`src/common/lpif_pkg.sv`:
```
`default_nettype none

package lpif_pkg;

  //////////////////////////////
  // Stream record
  //////////////////////////////

  // Field order fixes the link word layout from the MSB down
  typedef struct packed {
    logic [3:0]  state;
    logic [1:0]  protid;
    logic [63:0] data;
    logic        dvalid;
    logic [15:0] crc;
    logic        crc_valid;
    logic        valid;
  } lpif_strm_t;

  // Flattened link word with one record per cycle
  localparam int LINK_W = $bits(lpif_strm_t);

  //////////////////////////////
  // PHY channel word
  //////////////////////////////

  localparam int CH_PAYLOAD_W = 23;

  typedef struct packed {
    logic                    strobe;
    logic                    marker;
    logic [CH_PAYLOAD_W-1:0] payload;
  } lpif_ch_t;

  // Debug counters seen by the register block
  typedef struct packed {
    logic [31:0] tx_word_count;
    logic [31:0] rx_marker_err;
  } lpif_dbg_t;

  // Wishbone word addresses
  localparam logic [1:0] REG_DELAY_X = 2'd0;
  localparam logic [1:0] REG_DELAY_Y = 2'd1;
  localparam logic [1:0] REG_TX_STAT = 2'd2;
  localparam logic [1:0] REG_RX_STAT = 2'd3;

endpackage

`default_nettype wire
```
`src/hdl/lpif_link_top.sv`:
```
`timescale 1ns/1ps
`default_nettype none

module lpif_link_top #(
  parameter int NUM_CH = 4
) (
  input  logic                             clk_wr,
  input  logic                             rst_n,
  input  logic                             tx_online,
  input  logic                             rx_online,
  input  lpif_pkg::lpif_strm_t             dstrm,
  output lpif_pkg::lpif_strm_t             ustrm,
  output lpif_pkg::lpif_ch_t [NUM_CH-1:0]  tx_phy,
  input  lpif_pkg::lpif_ch_t [NUM_CH-1:0]  rx_phy,
  input  logic                             wb_cyc,
  input  logic                             wb_stb,
  input  logic                             wb_we,
  input  logic [1:0]                       wb_adr,
  input  logic [31:0]                      wb_dat_w,
  output logic [31:0]                      wb_dat_r,
  output logic                             wb_ack
);

  import lpif_pkg::*;

  //////////////////////////////
  // Interconnect
  //////////////////////////////

  logic [15:0]       delay_x;
  logic [15:0]       delay_y;
  logic              tx_online_delay;
  logic              rx_online_delay;
  logic              strobe_bit;
  logic              marker_bit;
  logic [LINK_W-1:0] link_tx;
  logic [LINK_W-1:0] link_rx;
  logic [31:0]       tx_word_count;
  logic [31:0]       rx_marker_err;
  lpif_dbg_t         dbg;

  assign dbg.tx_word_count = tx_word_count;
  assign dbg.rx_marker_err = rx_marker_err;

  //////////////////////////////
  // Sync and config
  //////////////////////////////

  lpif_auto_sync u_sync (
    .clk_wr          (clk_wr),
    .rst_n           (rst_n),
    .tx_online       (tx_online),
    .rx_online       (rx_online),
    .delay_x         (delay_x),
    .delay_y         (delay_y),
    .tx_online_delay (tx_online_delay),
    .rx_online_delay (rx_online_delay),
    .strobe_bit      (strobe_bit),
    .marker_bit      (marker_bit)
  );

  lpif_cfg_regs u_cfg (
    .clk_wr   (clk_wr),
    .rst_n    (rst_n),
    .wb_cyc   (wb_cyc),
    .wb_stb   (wb_stb),
    .wb_we    (wb_we),
    .wb_adr   (wb_adr),
    .wb_dat_w (wb_dat_w),
    .wb_dat_r (wb_dat_r),
    .wb_ack   (wb_ack),
    .dbg      (dbg),
    .delay_x  (delay_x),
    .delay_y  (delay_y)
  );

  //////////////////////////////
  // Transmit path
  //////////////////////////////

  lpif_field_map #(.strm_t(lpif_strm_t), .UNPACK(1'b0)) u_map_tx (
    .rec_in   (dstrm),
    .link_in  ('0),
    .rec_out  (),
    .link_out (link_tx)
  );

  lpif_stripe_tx #(.NUM_CH(NUM_CH)) u_stripe_tx (
    .clk_wr     (clk_wr),
    .rst_n      (rst_n),
    .online     (tx_online_delay),
    .strobe_bit (strobe_bit),
    .marker_bit (marker_bit),
    .link       (link_tx),
    .tx_phy     (tx_phy),
    .word_count (tx_word_count)
  );

  //////////////////////////////
  // Receive path
  //////////////////////////////

  lpif_stripe_rx #(.NUM_CH(NUM_CH)) u_stripe_rx (
    .clk_wr     (clk_wr),
    .rst_n      (rst_n),
    .online     (rx_online_delay),
    .rx_phy     (rx_phy),
    .link       (link_rx),
    .marker_err (rx_marker_err)
  );

  lpif_field_map #(.strm_t(lpif_strm_t), .UNPACK(1'b1)) u_map_rx (
    .rec_in   ('0),
    .link_in  (link_rx),
    .rec_out  (ustrm),
    .link_out ()
  );

endmodule

`default_nettype wire

```
`src/lpif_stripe/lpif_stripe_rx.sv`:
```
`timescale 1ns/1ps
`default_nettype none

module lpif_stripe_rx #(
  parameter int NUM_CH = 4
) (
  input  logic                             clk_wr,
  input  logic                             rst_n,
  input  logic                             online,
  input  lpif_pkg::lpif_ch_t [NUM_CH-1:0]  rx_phy,
  output logic [lpif_pkg::LINK_W-1:0]      link,
  output logic [31:0]                      marker_err
);

  import lpif_pkg::*;

  localparam int PAD_W = NUM_CH * CH_PAYLOAD_W;

  logic [PAD_W-1:0]  link_pad;
  logic [NUM_CH-1:0] mrk;
  logic [NUM_CH-1:0] stb;
  logic [NUM_CH-1:0] prev_mrk;
  logic              have_ref;
  logic              word_err;

  //////////////////////////////
  // Merge payloads
  //////////////////////////////

  always_comb begin
    for (int i = 0; i < NUM_CH; i++) begin
      link_pad[i*CH_PAYLOAD_W +: CH_PAYLOAD_W] = rx_phy[i].payload;
      mrk[i] = rx_phy[i].marker;
      stb[i] = rx_phy[i].strobe;
    end
  end

  // Bad word when strobe is low, markers differ or any channel did not toggle
  assign word_err = ~(&stb)
                  | ~((&mrk) | ~(|mrk))
                  | (have_ref & (mrk != ~prev_mrk));

  //////////////////////////////
  // Link register and checks
  //////////////////////////////

  always_ff @(posedge clk_wr or negedge rst_n) begin
    if (!rst_n) begin
      link       <= '0;
      prev_mrk   <= '0;
      have_ref   <= 1'b0;
      marker_err <= '0;
    end else if (online) begin
      link     <= link_pad[LINK_W-1:0];
      // Per-channel reference for the toggle check
      prev_mrk <= mrk;
      have_ref <= 1'b1;
      if (word_err) begin
        marker_err <= marker_err + 32'd1;
      end
    end else begin
      // No checks while offline and the next word re-seeds the reference
      link     <= '0;
      have_ref <= 1'b0;
    end
  end

endmodule

`default_nettype wire

```
`src/lpif_stripe/lpif_stripe_tx.sv`:
```
`timescale 1ns/1ps
`default_nettype none

module lpif_stripe_tx #(
  parameter int NUM_CH = 4
) (
  input  logic                             clk_wr,
  input  logic                             rst_n,
  input  logic                             online,
  input  logic                             strobe_bit,
  input  logic                             marker_bit,
  input  logic [lpif_pkg::LINK_W-1:0]      link,
  output lpif_pkg::lpif_ch_t [NUM_CH-1:0]  tx_phy,
  output logic [31:0]                      word_count
);

  import lpif_pkg::*;

  // Total payload across all channels
  localparam int PAD_W = NUM_CH * CH_PAYLOAD_W;

  logic [PAD_W-1:0]        link_pad;
  lpif_ch_t [NUM_CH-1:0]   ch_nxt;

  //////////////////////////////
  // Slice link word
  //////////////////////////////

  // Spare top bits go out as zero
  assign link_pad = PAD_W'(link);

  // Channel i takes bits i*CH_PAYLOAD_W upward
  always_comb begin
    for (int i = 0; i < NUM_CH; i++) begin
      ch_nxt[i].strobe  = strobe_bit;
      ch_nxt[i].marker  = marker_bit;
      ch_nxt[i].payload = link_pad[i*CH_PAYLOAD_W +: CH_PAYLOAD_W];
    end
  end

  //////////////////////////////
  // PHY register
  //////////////////////////////

  always_ff @(posedge clk_wr or negedge rst_n) begin
    if (!rst_n) begin
      tx_phy     <= '0;
      word_count <= '0;
    end else if (online) begin
      tx_phy     <= ch_nxt;
      // One word per online cycle
      word_count <= word_count + 32'd1;
    end else begin
      // Quiet link while offline
      tx_phy     <= '0;
    end
  end

endmodule

`default_nettype wire

```
`src/hdl/lpif_field_map.sv`:
```
`timescale 1ns/1ps
`default_nettype none

module lpif_field_map #(
  parameter type strm_t = lpif_pkg::lpif_strm_t,
  parameter bit  UNPACK = 1'b0
) (
  input  strm_t                       rec_in,
  input  logic [lpif_pkg::LINK_W-1:0] link_in,
  output strm_t                       rec_out,
  output logic [lpif_pkg::LINK_W-1:0] link_out
);

  //////////////////////////////
  // Record <-> link word
  //////////////////////////////

  // Fixed order from the MSB down is state, protid, data, dvalid, crc, crc_valid, valid
  if (UNPACK) begin : g_unpack
    always_comb begin
      {rec_out.state,
       rec_out.protid,
       rec_out.data,
       rec_out.dvalid,
       rec_out.crc,
       rec_out.crc_valid,
       rec_out.valid} = link_in;
    end
    // Pack side idle in this direction
    assign link_out = '0;
  end else begin : g_pack
    assign link_out = {rec_in.state,
                       rec_in.protid,
                       rec_in.data,
                       rec_in.dvalid,
                       rec_in.crc,
                       rec_in.crc_valid,
                       rec_in.valid};
    // Unpack side idle in this direction
    assign rec_out  = '0;
  end

endmodule

`default_nettype wire

```
`src/hdl/lpif_cfg_regs.sv`:
```
`timescale 1ns/1ps
`default_nettype none

module lpif_cfg_regs (
  input  logic               clk_wr,
  input  logic               rst_n,
  input  logic               wb_cyc,
  input  logic               wb_stb,
  input  logic               wb_we,
  input  logic [1:0]         wb_adr,
  input  logic [31:0]        wb_dat_w,
  output logic [31:0]        wb_dat_r,
  output logic               wb_ack,
  input  lpif_pkg::lpif_dbg_t dbg,
  output logic [15:0]        delay_x,
  output logic [15:0]        delay_y
);

  import lpif_pkg::*;

  //////////////////////////////
  // Wishbone classic slave
  //////////////////////////////

  // New request not yet acked
  logic req;

  assign req = wb_cyc & wb_stb & ~wb_ack;

  // Single-cycle ack and delay registers
  always_ff @(posedge clk_wr or negedge rst_n) begin
    if (!rst_n) begin
      wb_ack  <= 1'b0;
      delay_x <= 16'd4;
      delay_y <= 16'd2;
    end else begin
      wb_ack <= req;
      if (req && wb_we) begin
        case (wb_adr)
          REG_DELAY_X: delay_x <= wb_dat_w[15:0];
          REG_DELAY_Y: delay_y <= wb_dat_w[15:0];
          // Status registers are read only
          default: ;
        endcase
      end
    end
  end

  // Read data valid with ack
  always_ff @(posedge clk_wr) begin
    if (req && !wb_we) begin
      case (wb_adr)
        REG_DELAY_X: wb_dat_r <= {16'd0, delay_x};
        REG_DELAY_Y: wb_dat_r <= {16'd0, delay_y};
        REG_TX_STAT: wb_dat_r <= dbg.tx_word_count;
        REG_RX_STAT: wb_dat_r <= dbg.rx_marker_err;
        default:     wb_dat_r <= 32'd0;
      endcase
    end
  end

endmodule

`default_nettype wire

```
`src/hdl/lpif_auto_sync.sv`:
```
`timescale 1ns/1ps
`default_nettype none

module lpif_auto_sync (
  input  logic        clk_wr,
  input  logic        rst_n,
  input  logic        tx_online,
  input  logic        rx_online,
  input  logic [15:0] delay_x,
  input  logic [15:0] delay_y,
  output logic        tx_online_delay,
  output logic        rx_online_delay,
  output logic        strobe_bit,
  output logic        marker_bit
);

  //////////////////////////////
  // Per-direction delay
  //////////////////////////////

  // Index 0 is transmit and index 1 is receive
  logic        cond [2];
  logic [15:0] dly [2];
  logic        on_q [2];
  logic        marker_q;

  // Receive waits for transmit to be up as well
  assign cond[0] = tx_online;
  assign cond[1] = rx_online & on_q[0];
  assign dly[0]  = delay_x;
  assign dly[1]  = delay_y;

  for (genvar d = 0; d < 2; d++) begin : g_dir
    logic        armed;
    logic [15:0] cnt;

    always_ff @(posedge clk_wr or negedge rst_n) begin
      if (!rst_n) begin
        armed   <= 1'b0;
        cnt     <= '0;
        on_q[d] <= 1'b0;
      end else if (!cond[d]) begin
        // Drop at once when the condition is seen low
        armed   <= 1'b0;
        cnt     <= '0;
        on_q[d] <= 1'b0;
      end else if (!armed) begin
        // Load delay on first edge with condition high
        armed   <= 1'b1;
        cnt     <= dly[d];
        on_q[d] <= (dly[d] == 16'd0);
      end else if (cnt != 16'd0) begin
        cnt     <= cnt - 16'd1;
        on_q[d] <= (cnt == 16'd1);
      end
    end
  end

  //////////////////////////////
  // Strobe and marker
  //////////////////////////////

  // Marker held at 0 while offline so the first online word carries 0
  always_ff @(posedge clk_wr or negedge rst_n) begin
    if (!rst_n) begin
      marker_q <= 1'b0;
    end else if (on_q[0]) begin
      marker_q <= ~marker_q;
    end else begin
      marker_q <= 1'b0;
    end
  end

  assign tx_online_delay = on_q[0];
  assign rx_online_delay = on_q[1];
  // Strobe on every online word
  assign strobe_bit      = on_q[0];
  assign marker_bit      = marker_q;

endmodule

`default_nettype wire

```
`config.mk`:
```
export PLATFORM = sky130hd
export DESIGN_NAME = lpif_link_top
export DESIGN_NICKNAME = d
export VERILOG_FILES = /design/src/common/lpif_pkg.sv /design/src/hdl/lpif_link_top.sv /design/src/lpif_stripe/lpif_stripe_rx.sv /design/src/lpif_stripe/lpif_stripe_tx.sv /design/src/hdl/lpif_field_map.sv /design/src/hdl/lpif_cfg_regs.sv /design/src/hdl/lpif_auto_sync.sv
export SDC_FILE = /design/constraint.sdc
export NUM_CORES = 1
export LEC_CHECK = 0
export ABC_CLOCK_PERIOD_IN_PS = 7050
export BUFFER_PORTS_ARGS = -buffer_cell sky130_fd_sc_hd__buf_4
export CORE_AREA = 2 2 177 179
export DETAILED_ROUTE_END_ITERATION = 6
export DIE_AREA = 0 0 179 181
export GPL_ROUTABILITY_DRIVEN = 0
export PLACE_DENSITY_LB_ADDON = 0.05
export SLEW_MARGIN = 20
export SYNTH_ARGS = -nofsm -noshare
export SYNTH_HDL_FRONTEND = slang
export SYNTH_SLANG_ARGS = --single-unit
export TNS_END_PERCENT = 100
```
`constraint.sdc`:
```
create_clock -name clk_wr -period 7.05 [get_ports clk_wr]
set_input_delay 1.41 -clock clk_wr [delete_from_list [all_inputs] [get_ports clk_wr]]
set_output_delay 1.41 -clock clk_wr [all_outputs]
set_load 0.03 [all_outputs]
```
Word level (Yosys, flattened, before mapping)

Index checks and enable logic that the tools add are counted.

Input bits: 230
Output and inout bits: 222
Register bits after elaboration: 360

Add/subtract/negate cells: 4
Eq/ne operators: 8
Bitwise operators: 13
Multiplexer cells: 19
Reductions and logical operators: 14

Operators by type and width:

| operator                | count |
|---|---|
| $pmux W32 S4            | 1 |
| $mux W100               | 1 |
| $mux W16                | 6 |
| $mux W89                | 1 |
| $add A32 B1 Y32 const B | 2 |
| $eq A16 B1 Y1 const B   | 2 |
| $logic_not A16 Y1       | 2 |
| $reduce_bool A16 Y1     | 2 |
| $sub A16 B1 Y16 const B | 2 |
| $mux W1                 | 10 |
| $reduce_and A4 Y1       | 2 |
| $ne A3 B3 Y1 const B    | 2 |
| $reduce_and A2 Y1       | 3 |
| $not A1 Y1              | 5 |
| $and A1 B1 Y1           | 4 |
| $eq A2 B2 Y1 const B    | 2 |
| $ne A4 B4 Y1            | 1 |
| $not A4 Y4              | 1 |
| $reduce_or A4 Y1        | 1 |
| $or A1 B1 Y1            | 3 |
| $eq A2 B1 Y1 const B    | 1 |
| $logic_and A1 B1 Y1     | 2 |
| $logic_not A2 Y1        | 1 |
| $logic_not A1 Y1        | 1 |

Longest topological paths before layout

Depth in word-level cells: 7
Mapped depth: 7

Hierarchy

A second synthesis with hierarchy kept.

Cells, all modules: 1427
Area, all modules: 16912.5 um2

Modules (own cells, without submodules):

| module         | sequential area each (um2) | cells an instance | times used | area an instance (um2) |
|---|---|---|---|---|
| lpif_stripe_rx | 3153.0                     | 346               | 1          | 4575.6 |
| lpif_stripe_tx | 3078.0                     | 335               | 1          | 4548.1 |
| lpif_cfg_regs  | 1789.2                     | 161               | 1          | 2896.5 |
| lpif_field_map | 0.0                        | 179               | 2          | 1340.0 |
| lpif_auto_sync | 925.9                      | 226               | 1          | 2208.4 |
| lpif_link_top  | 0.0                        | 1                 | 1          | 3.8 |

Least setup slack after synthesis

Ideal clock, no wire load.

Kind: input-to-reg
From: input wb_cyc
To: register u_cfg.wb_dat_r[0] (enable)
Data required time: 6629 ps
Data arrival time: 3126 ps
Setup slack: 3503 ps
Buffers on the path: 0
Cell stages on the path: 3
Path through: nand2_1 > or2_2 > nor2_1

Word-level cells in the longest chain between the ends: 3

Ends and longest elaborated chain:

| item                        | RTL line            | source |
|---|---|---|
| start: declaration          | lpif_link_top.sv:15 | `input logic wb_cyc,` |
| $and A1 B1 Y1 (2 in series) | lpif_cfg_regs.sv:28 | `assign req = wb_cyc & wb_stb & ~wb_ack;` |
| $logic_and A1 B1 Y1         | lpif_cfg_regs.sv:51 | `if (req && !wb_we) begin` |
| end signal: assignment      | lpif_cfg_regs.sv:53 | `REG_DELAY_X: wb_dat_r <= {16'd0, delay_x};` |
| end signal: assignment      | lpif_cfg_regs.sv:54 | `REG_DELAY_Y: wb_dat_r <= {16'd0, delay_y};` |
| end signal: assignment      | lpif_cfg_regs.sv:55 | `REG_TX_STAT: wb_dat_r <= dbg.tx_word_count;` |
| end: declaration            | lpif_cfg_regs.sv:12 | `output logic [31:0] wb_dat_r,` |

No other way between the ends.
A chain may end at the register's enable or synchronous reset.

Worst setup path in the final report

From: input wb_adr[0]
To: register u_cfg.delay_y[15]

Word-level cells in the longest chain between the ends: 2

Ends and longest elaborated chain:

| item                        | RTL line            | source |
|---|---|---|
| start: declaration          | lpif_link_top.sv:18 | `input logic [1:0] wb_adr,` |
| $eq A2 B1 Y1                | lpif_cfg_regs.sv:39 | `case (wb_adr)` |
| $reduce_and A2 Y1 (no line) | --                  |  |
| end signal: assignment      | lpif_cfg_regs.sv:41 | `REG_DELAY_Y: delay_y <= wb_dat_w[15:0];` |
| end: declaration            | lpif_cfg_regs.sv:16 | `output logic [15:0] delay_y` |

No other way between the ends.

==> results.txt <==
outcome: finished clean
EDFF count, synth: 32
syn avg cell area: 13.4 um^2
Placed Cells: 1818
Critical Path, Cell by Cell: buf_4 > nand4b_1 > mux2_2
Tightest Pin Transition: 1.05 ns
Hold Path Origin: u_sync.marker_bit
HPWL after DPL: 26000 um
final count of pins violating max slew: 0
DR vias: 9328
RSZ-0062 raised after global routing: false
largest area contributor in the netlist: dfrtp_1
Critical Path Slowest Stage Cell: nand4b_1
Critical Path AT: 3.56 ns
cell area power density: 250 nW/um^2
clock-pin slew on the worst setup and hold paths: 0.06 ns
Synth top area share: 0.571
fraction of registers with async set/reset: 0.909
startpoint types: primary input
Syn Inst Count: 1039
number of global-route vias before repair: 9706
Final period util: 0.450
R2R cell count: 4
post-cts sizing count: 0
kind of critical path: in2reg
number of max-cap violations: 0
routing usage on met1: 0.277
count of cell types in the netlist: 54
CP delay by family, top: simple AND/OR/NAND/NOR gates
M3 GR Usage: 0.0604
Max clock buf depth: 3
Boundary Pins: 452
synthesis-to-finish area growth: 34.7%
share of post-route cells with drive strength above 1: 0.386
vias per cell: 4.94
VDD IR-drop max: 0.166 mV
largest net degree at the start of global routing: 179
sequential share of the synthesized area: 0.644
hold violation count in the final report: 0
GRT overflow: 0
CP bufs+invs: 1
FP Rows: 64
Final Non-Filler Cells: 1889
Seq cells post-synth: 351
routed wire length: 36300 um
IO Port Bufs: 429
initial antenna violation count: 3
Root Driver: clkbuf_16
Total GRT Usage: 0.224
Max Freq: 0.315 GHz
Post-DP Area: 17400 um^2
fillers: 2490
CP Capture Type: flip-flop
max incr delay on CP: 0.98 ns
Critical Path Fanout Max: 34
Post-Syn Area: 13900 um^2
fin util: 0.617
Post-synth top flop: dfrtp_1
Leak Pwr: 9.28 nW
HP Class: reg2reg
Hold EP: u_sync.marker_bit
Setup Skew: 0.0168 ns
post-CTS repair timing setup buffer count: 0
number of remaining DRC errors: 0
nets: 1698
# hold bufs at CTS: 0
Starting Density: 0.458
setup TNS: 0 ns
most area-consuming cells after synthesis: dfrtp_1 (57%), and2_1 (8.3%), edfxtp_1 (6.9%)
Chip Height: 181 um
total number of clock tree sinks: 351
Worst EP required: 7.44 ns
wire per inst: 19.2 um
H-tree levels: 2
GRT busiest layer: met2
core area: 30300 um^2
reg2reg end: u_cfg.delay_y[15]
Tmin final: 3.17 ns
Cells on Worst Hold Path: 1
normalized max-slew margin: 0.297
final setup violation count: 0
first-pass GRT wire length: 55300 um
First-pass DRT Iterations: 5
final instance area: 18700 um^2
clock buffer count from CTS: 38
drt initial violations: 545
R2R setup slack: 4.69 ns
Die Wd: 179 um
RR Startpoint: u_cfg.wb_ack
die area: 32400 um^2
CTS tree: done
Clock Latency Late Sink: 0.52 ns
DRT antenna net count: 0
met2 Track Usage GR: 0.380
Ys Warns: 0
sequential cells by signal (all words and copies together), names as in the netlist:
signal / flops
u_sync.g_dir.armed: 2
u_cfg.wb_ack: 1
u_cfg.delay_x: 16
u_sync.g_dir.cnt: 32
u_cfg.wb_dat_r: 32
u_stripe_rx.have_ref: 1
u_sync.marker_bit: 1
u_stripe_tx.tx_phy: 91
u_stripe_rx.prev_mrk: 4
u_stripe_tx.word_count: 32
u_sync.strobe_bit: 1
u_stripe_rx.link: 89
u_stripe_rx.marker_err: 32
u_sync.rx_online_delay: 1
u_cfg.delay_y: 16
through the flow:
step	hold WS [ns]	power [W]	setup slack, ns
after global routing	0.436	0.00487	3.74
final	0.429	0.00468	3.88
after global placement	0.411	0.00268	3.35
after detailed placement	0.410	0.00268	3.30
after CTS	0.421	0.00474	3.84
after floorplan	0.349	0.00245	3.50
Yosys cell counts (all sizes together), types with 6 or more instances:
| library cell | instances |
|---|---|
| xor2 | 21 |
| clkbuf | 35 |
| a21oi | 6 |
| edfxtp | 32 |
| ha | 6 |
| nand4 | 27 |
| nand2 | 37 |
| buf | 20 |
| nor4 | 15 |
| mux2 | 38 |
| and3 | 11 |
| inv | 9 |
| a211oi | 27 |
| nor3 | 13 |
| xnor2 | 70 |
| nand3 | 27 |
| and4 | 6 |
| mux4 | 16 |
| nor2 | 50 |
| mux2i | 19 |
| dfrtp | 317 |
| nor2b | 21 |
| and2 | 184 |
cell usage in the layout (no fill, tap or decap), drive strengths merged, types with 3 or more instances in the layout:
cell type,count
a211oi,27
a21oi,6
and2,184
and3,11
and4,6
buf,436
bufinv,4
clkbuf,60
clkinv,5
conb,3
dfrtp,317
edfxtp,32
ha,6
inv,9
mux2,38
mux2i,19
mux4,16
nand2,37
nand2b,3
nand3,27
nand4,27
nand4b,4
nor2,50
nor2b,21
nor3,13
nor4,15
or2,3
or4,3
xnor2,70
xor2,21
logic make-up (layout without fill, tap and decap cells):
group / after synthesis / in the layout / share of synthesized area
other: 1 / 5 / 0.000270
DFF: 351 / 351 / 0.644
adders and majority gates: 6 / 6 / 0.00540
xor gates and xnor gates: 91 / 91 / 0.0573
muxes: 73 / 73 / 0.0704
buffers and inverters: 64 / 514 / 0.0220
and+or+nand+nor: 408 / 408 / 0.173
AOI/OAI and AO/OA: 45 / 45 / 0.0284
metal layers:
| metal | part of all wire | vias up | wire (um) |
|---|---|---|---|
| li1 | - | 4365 | - |
| met1 | 0.40 | 4564 | 14600 |
| met2 | 0.50 | 339 | 18000 |
| met3 | 0.077 | 58 | 2790 |
| met4 | 0.024 | 2 | 859 |
| met5 | 0.00036 | - | 13 |
layout make-up:
| cell class | count | area, um^2 | share of cell area |
|---|---|---|---|
| Antenna cell | 2 | 5.00 | 0.000267 |
| Clock buffer | 60 | 1140 | 0.0607 |
| Clock inverter | 9 | 151 | 0.00808 |
| Inverter | 9 | 33.8 | 0.00180 |
| Multi-Input combinational cell | 626 | 4660 | 0.249 |
| Sequential cell | 351 | 8950 | 0.478 |
| Tap cell | 396 | 495 | 0.0265 |
| Timing Repair Buffer | 436 | 3290 | 0.176 |
worst max-delay path by stage:
stage	start	slack, ns	cells past startpoint	endpoint
after detailed placement	wb_adr[0]	3.30	3	u_cfg.delay_y[15]
after global placement	wb_adr[0]	3.35	3	u_cfg.delay_y[11]
after floorplan	wb_cyc	3.50	3	u_cfg.wb_dat_r[0]
after global routing	wb_adr[0]	3.74	3	u_cfg.delay_y[15]
final	wb_adr[0]	3.88	3	u_cfg.delay_y[15]
after CTS	wb_adr[0]	3.84	3	u_cfg.delay_y[15]
where the power goes:
part | switching [W] | internal (W)
combinational | 0.000194 | 0.000215
sequential | 0.000107 | 0.00213
clock | 0.000781 | 0.00126
total | 0.00108 | 0.00360
Power figures use the tool's default switching activity.
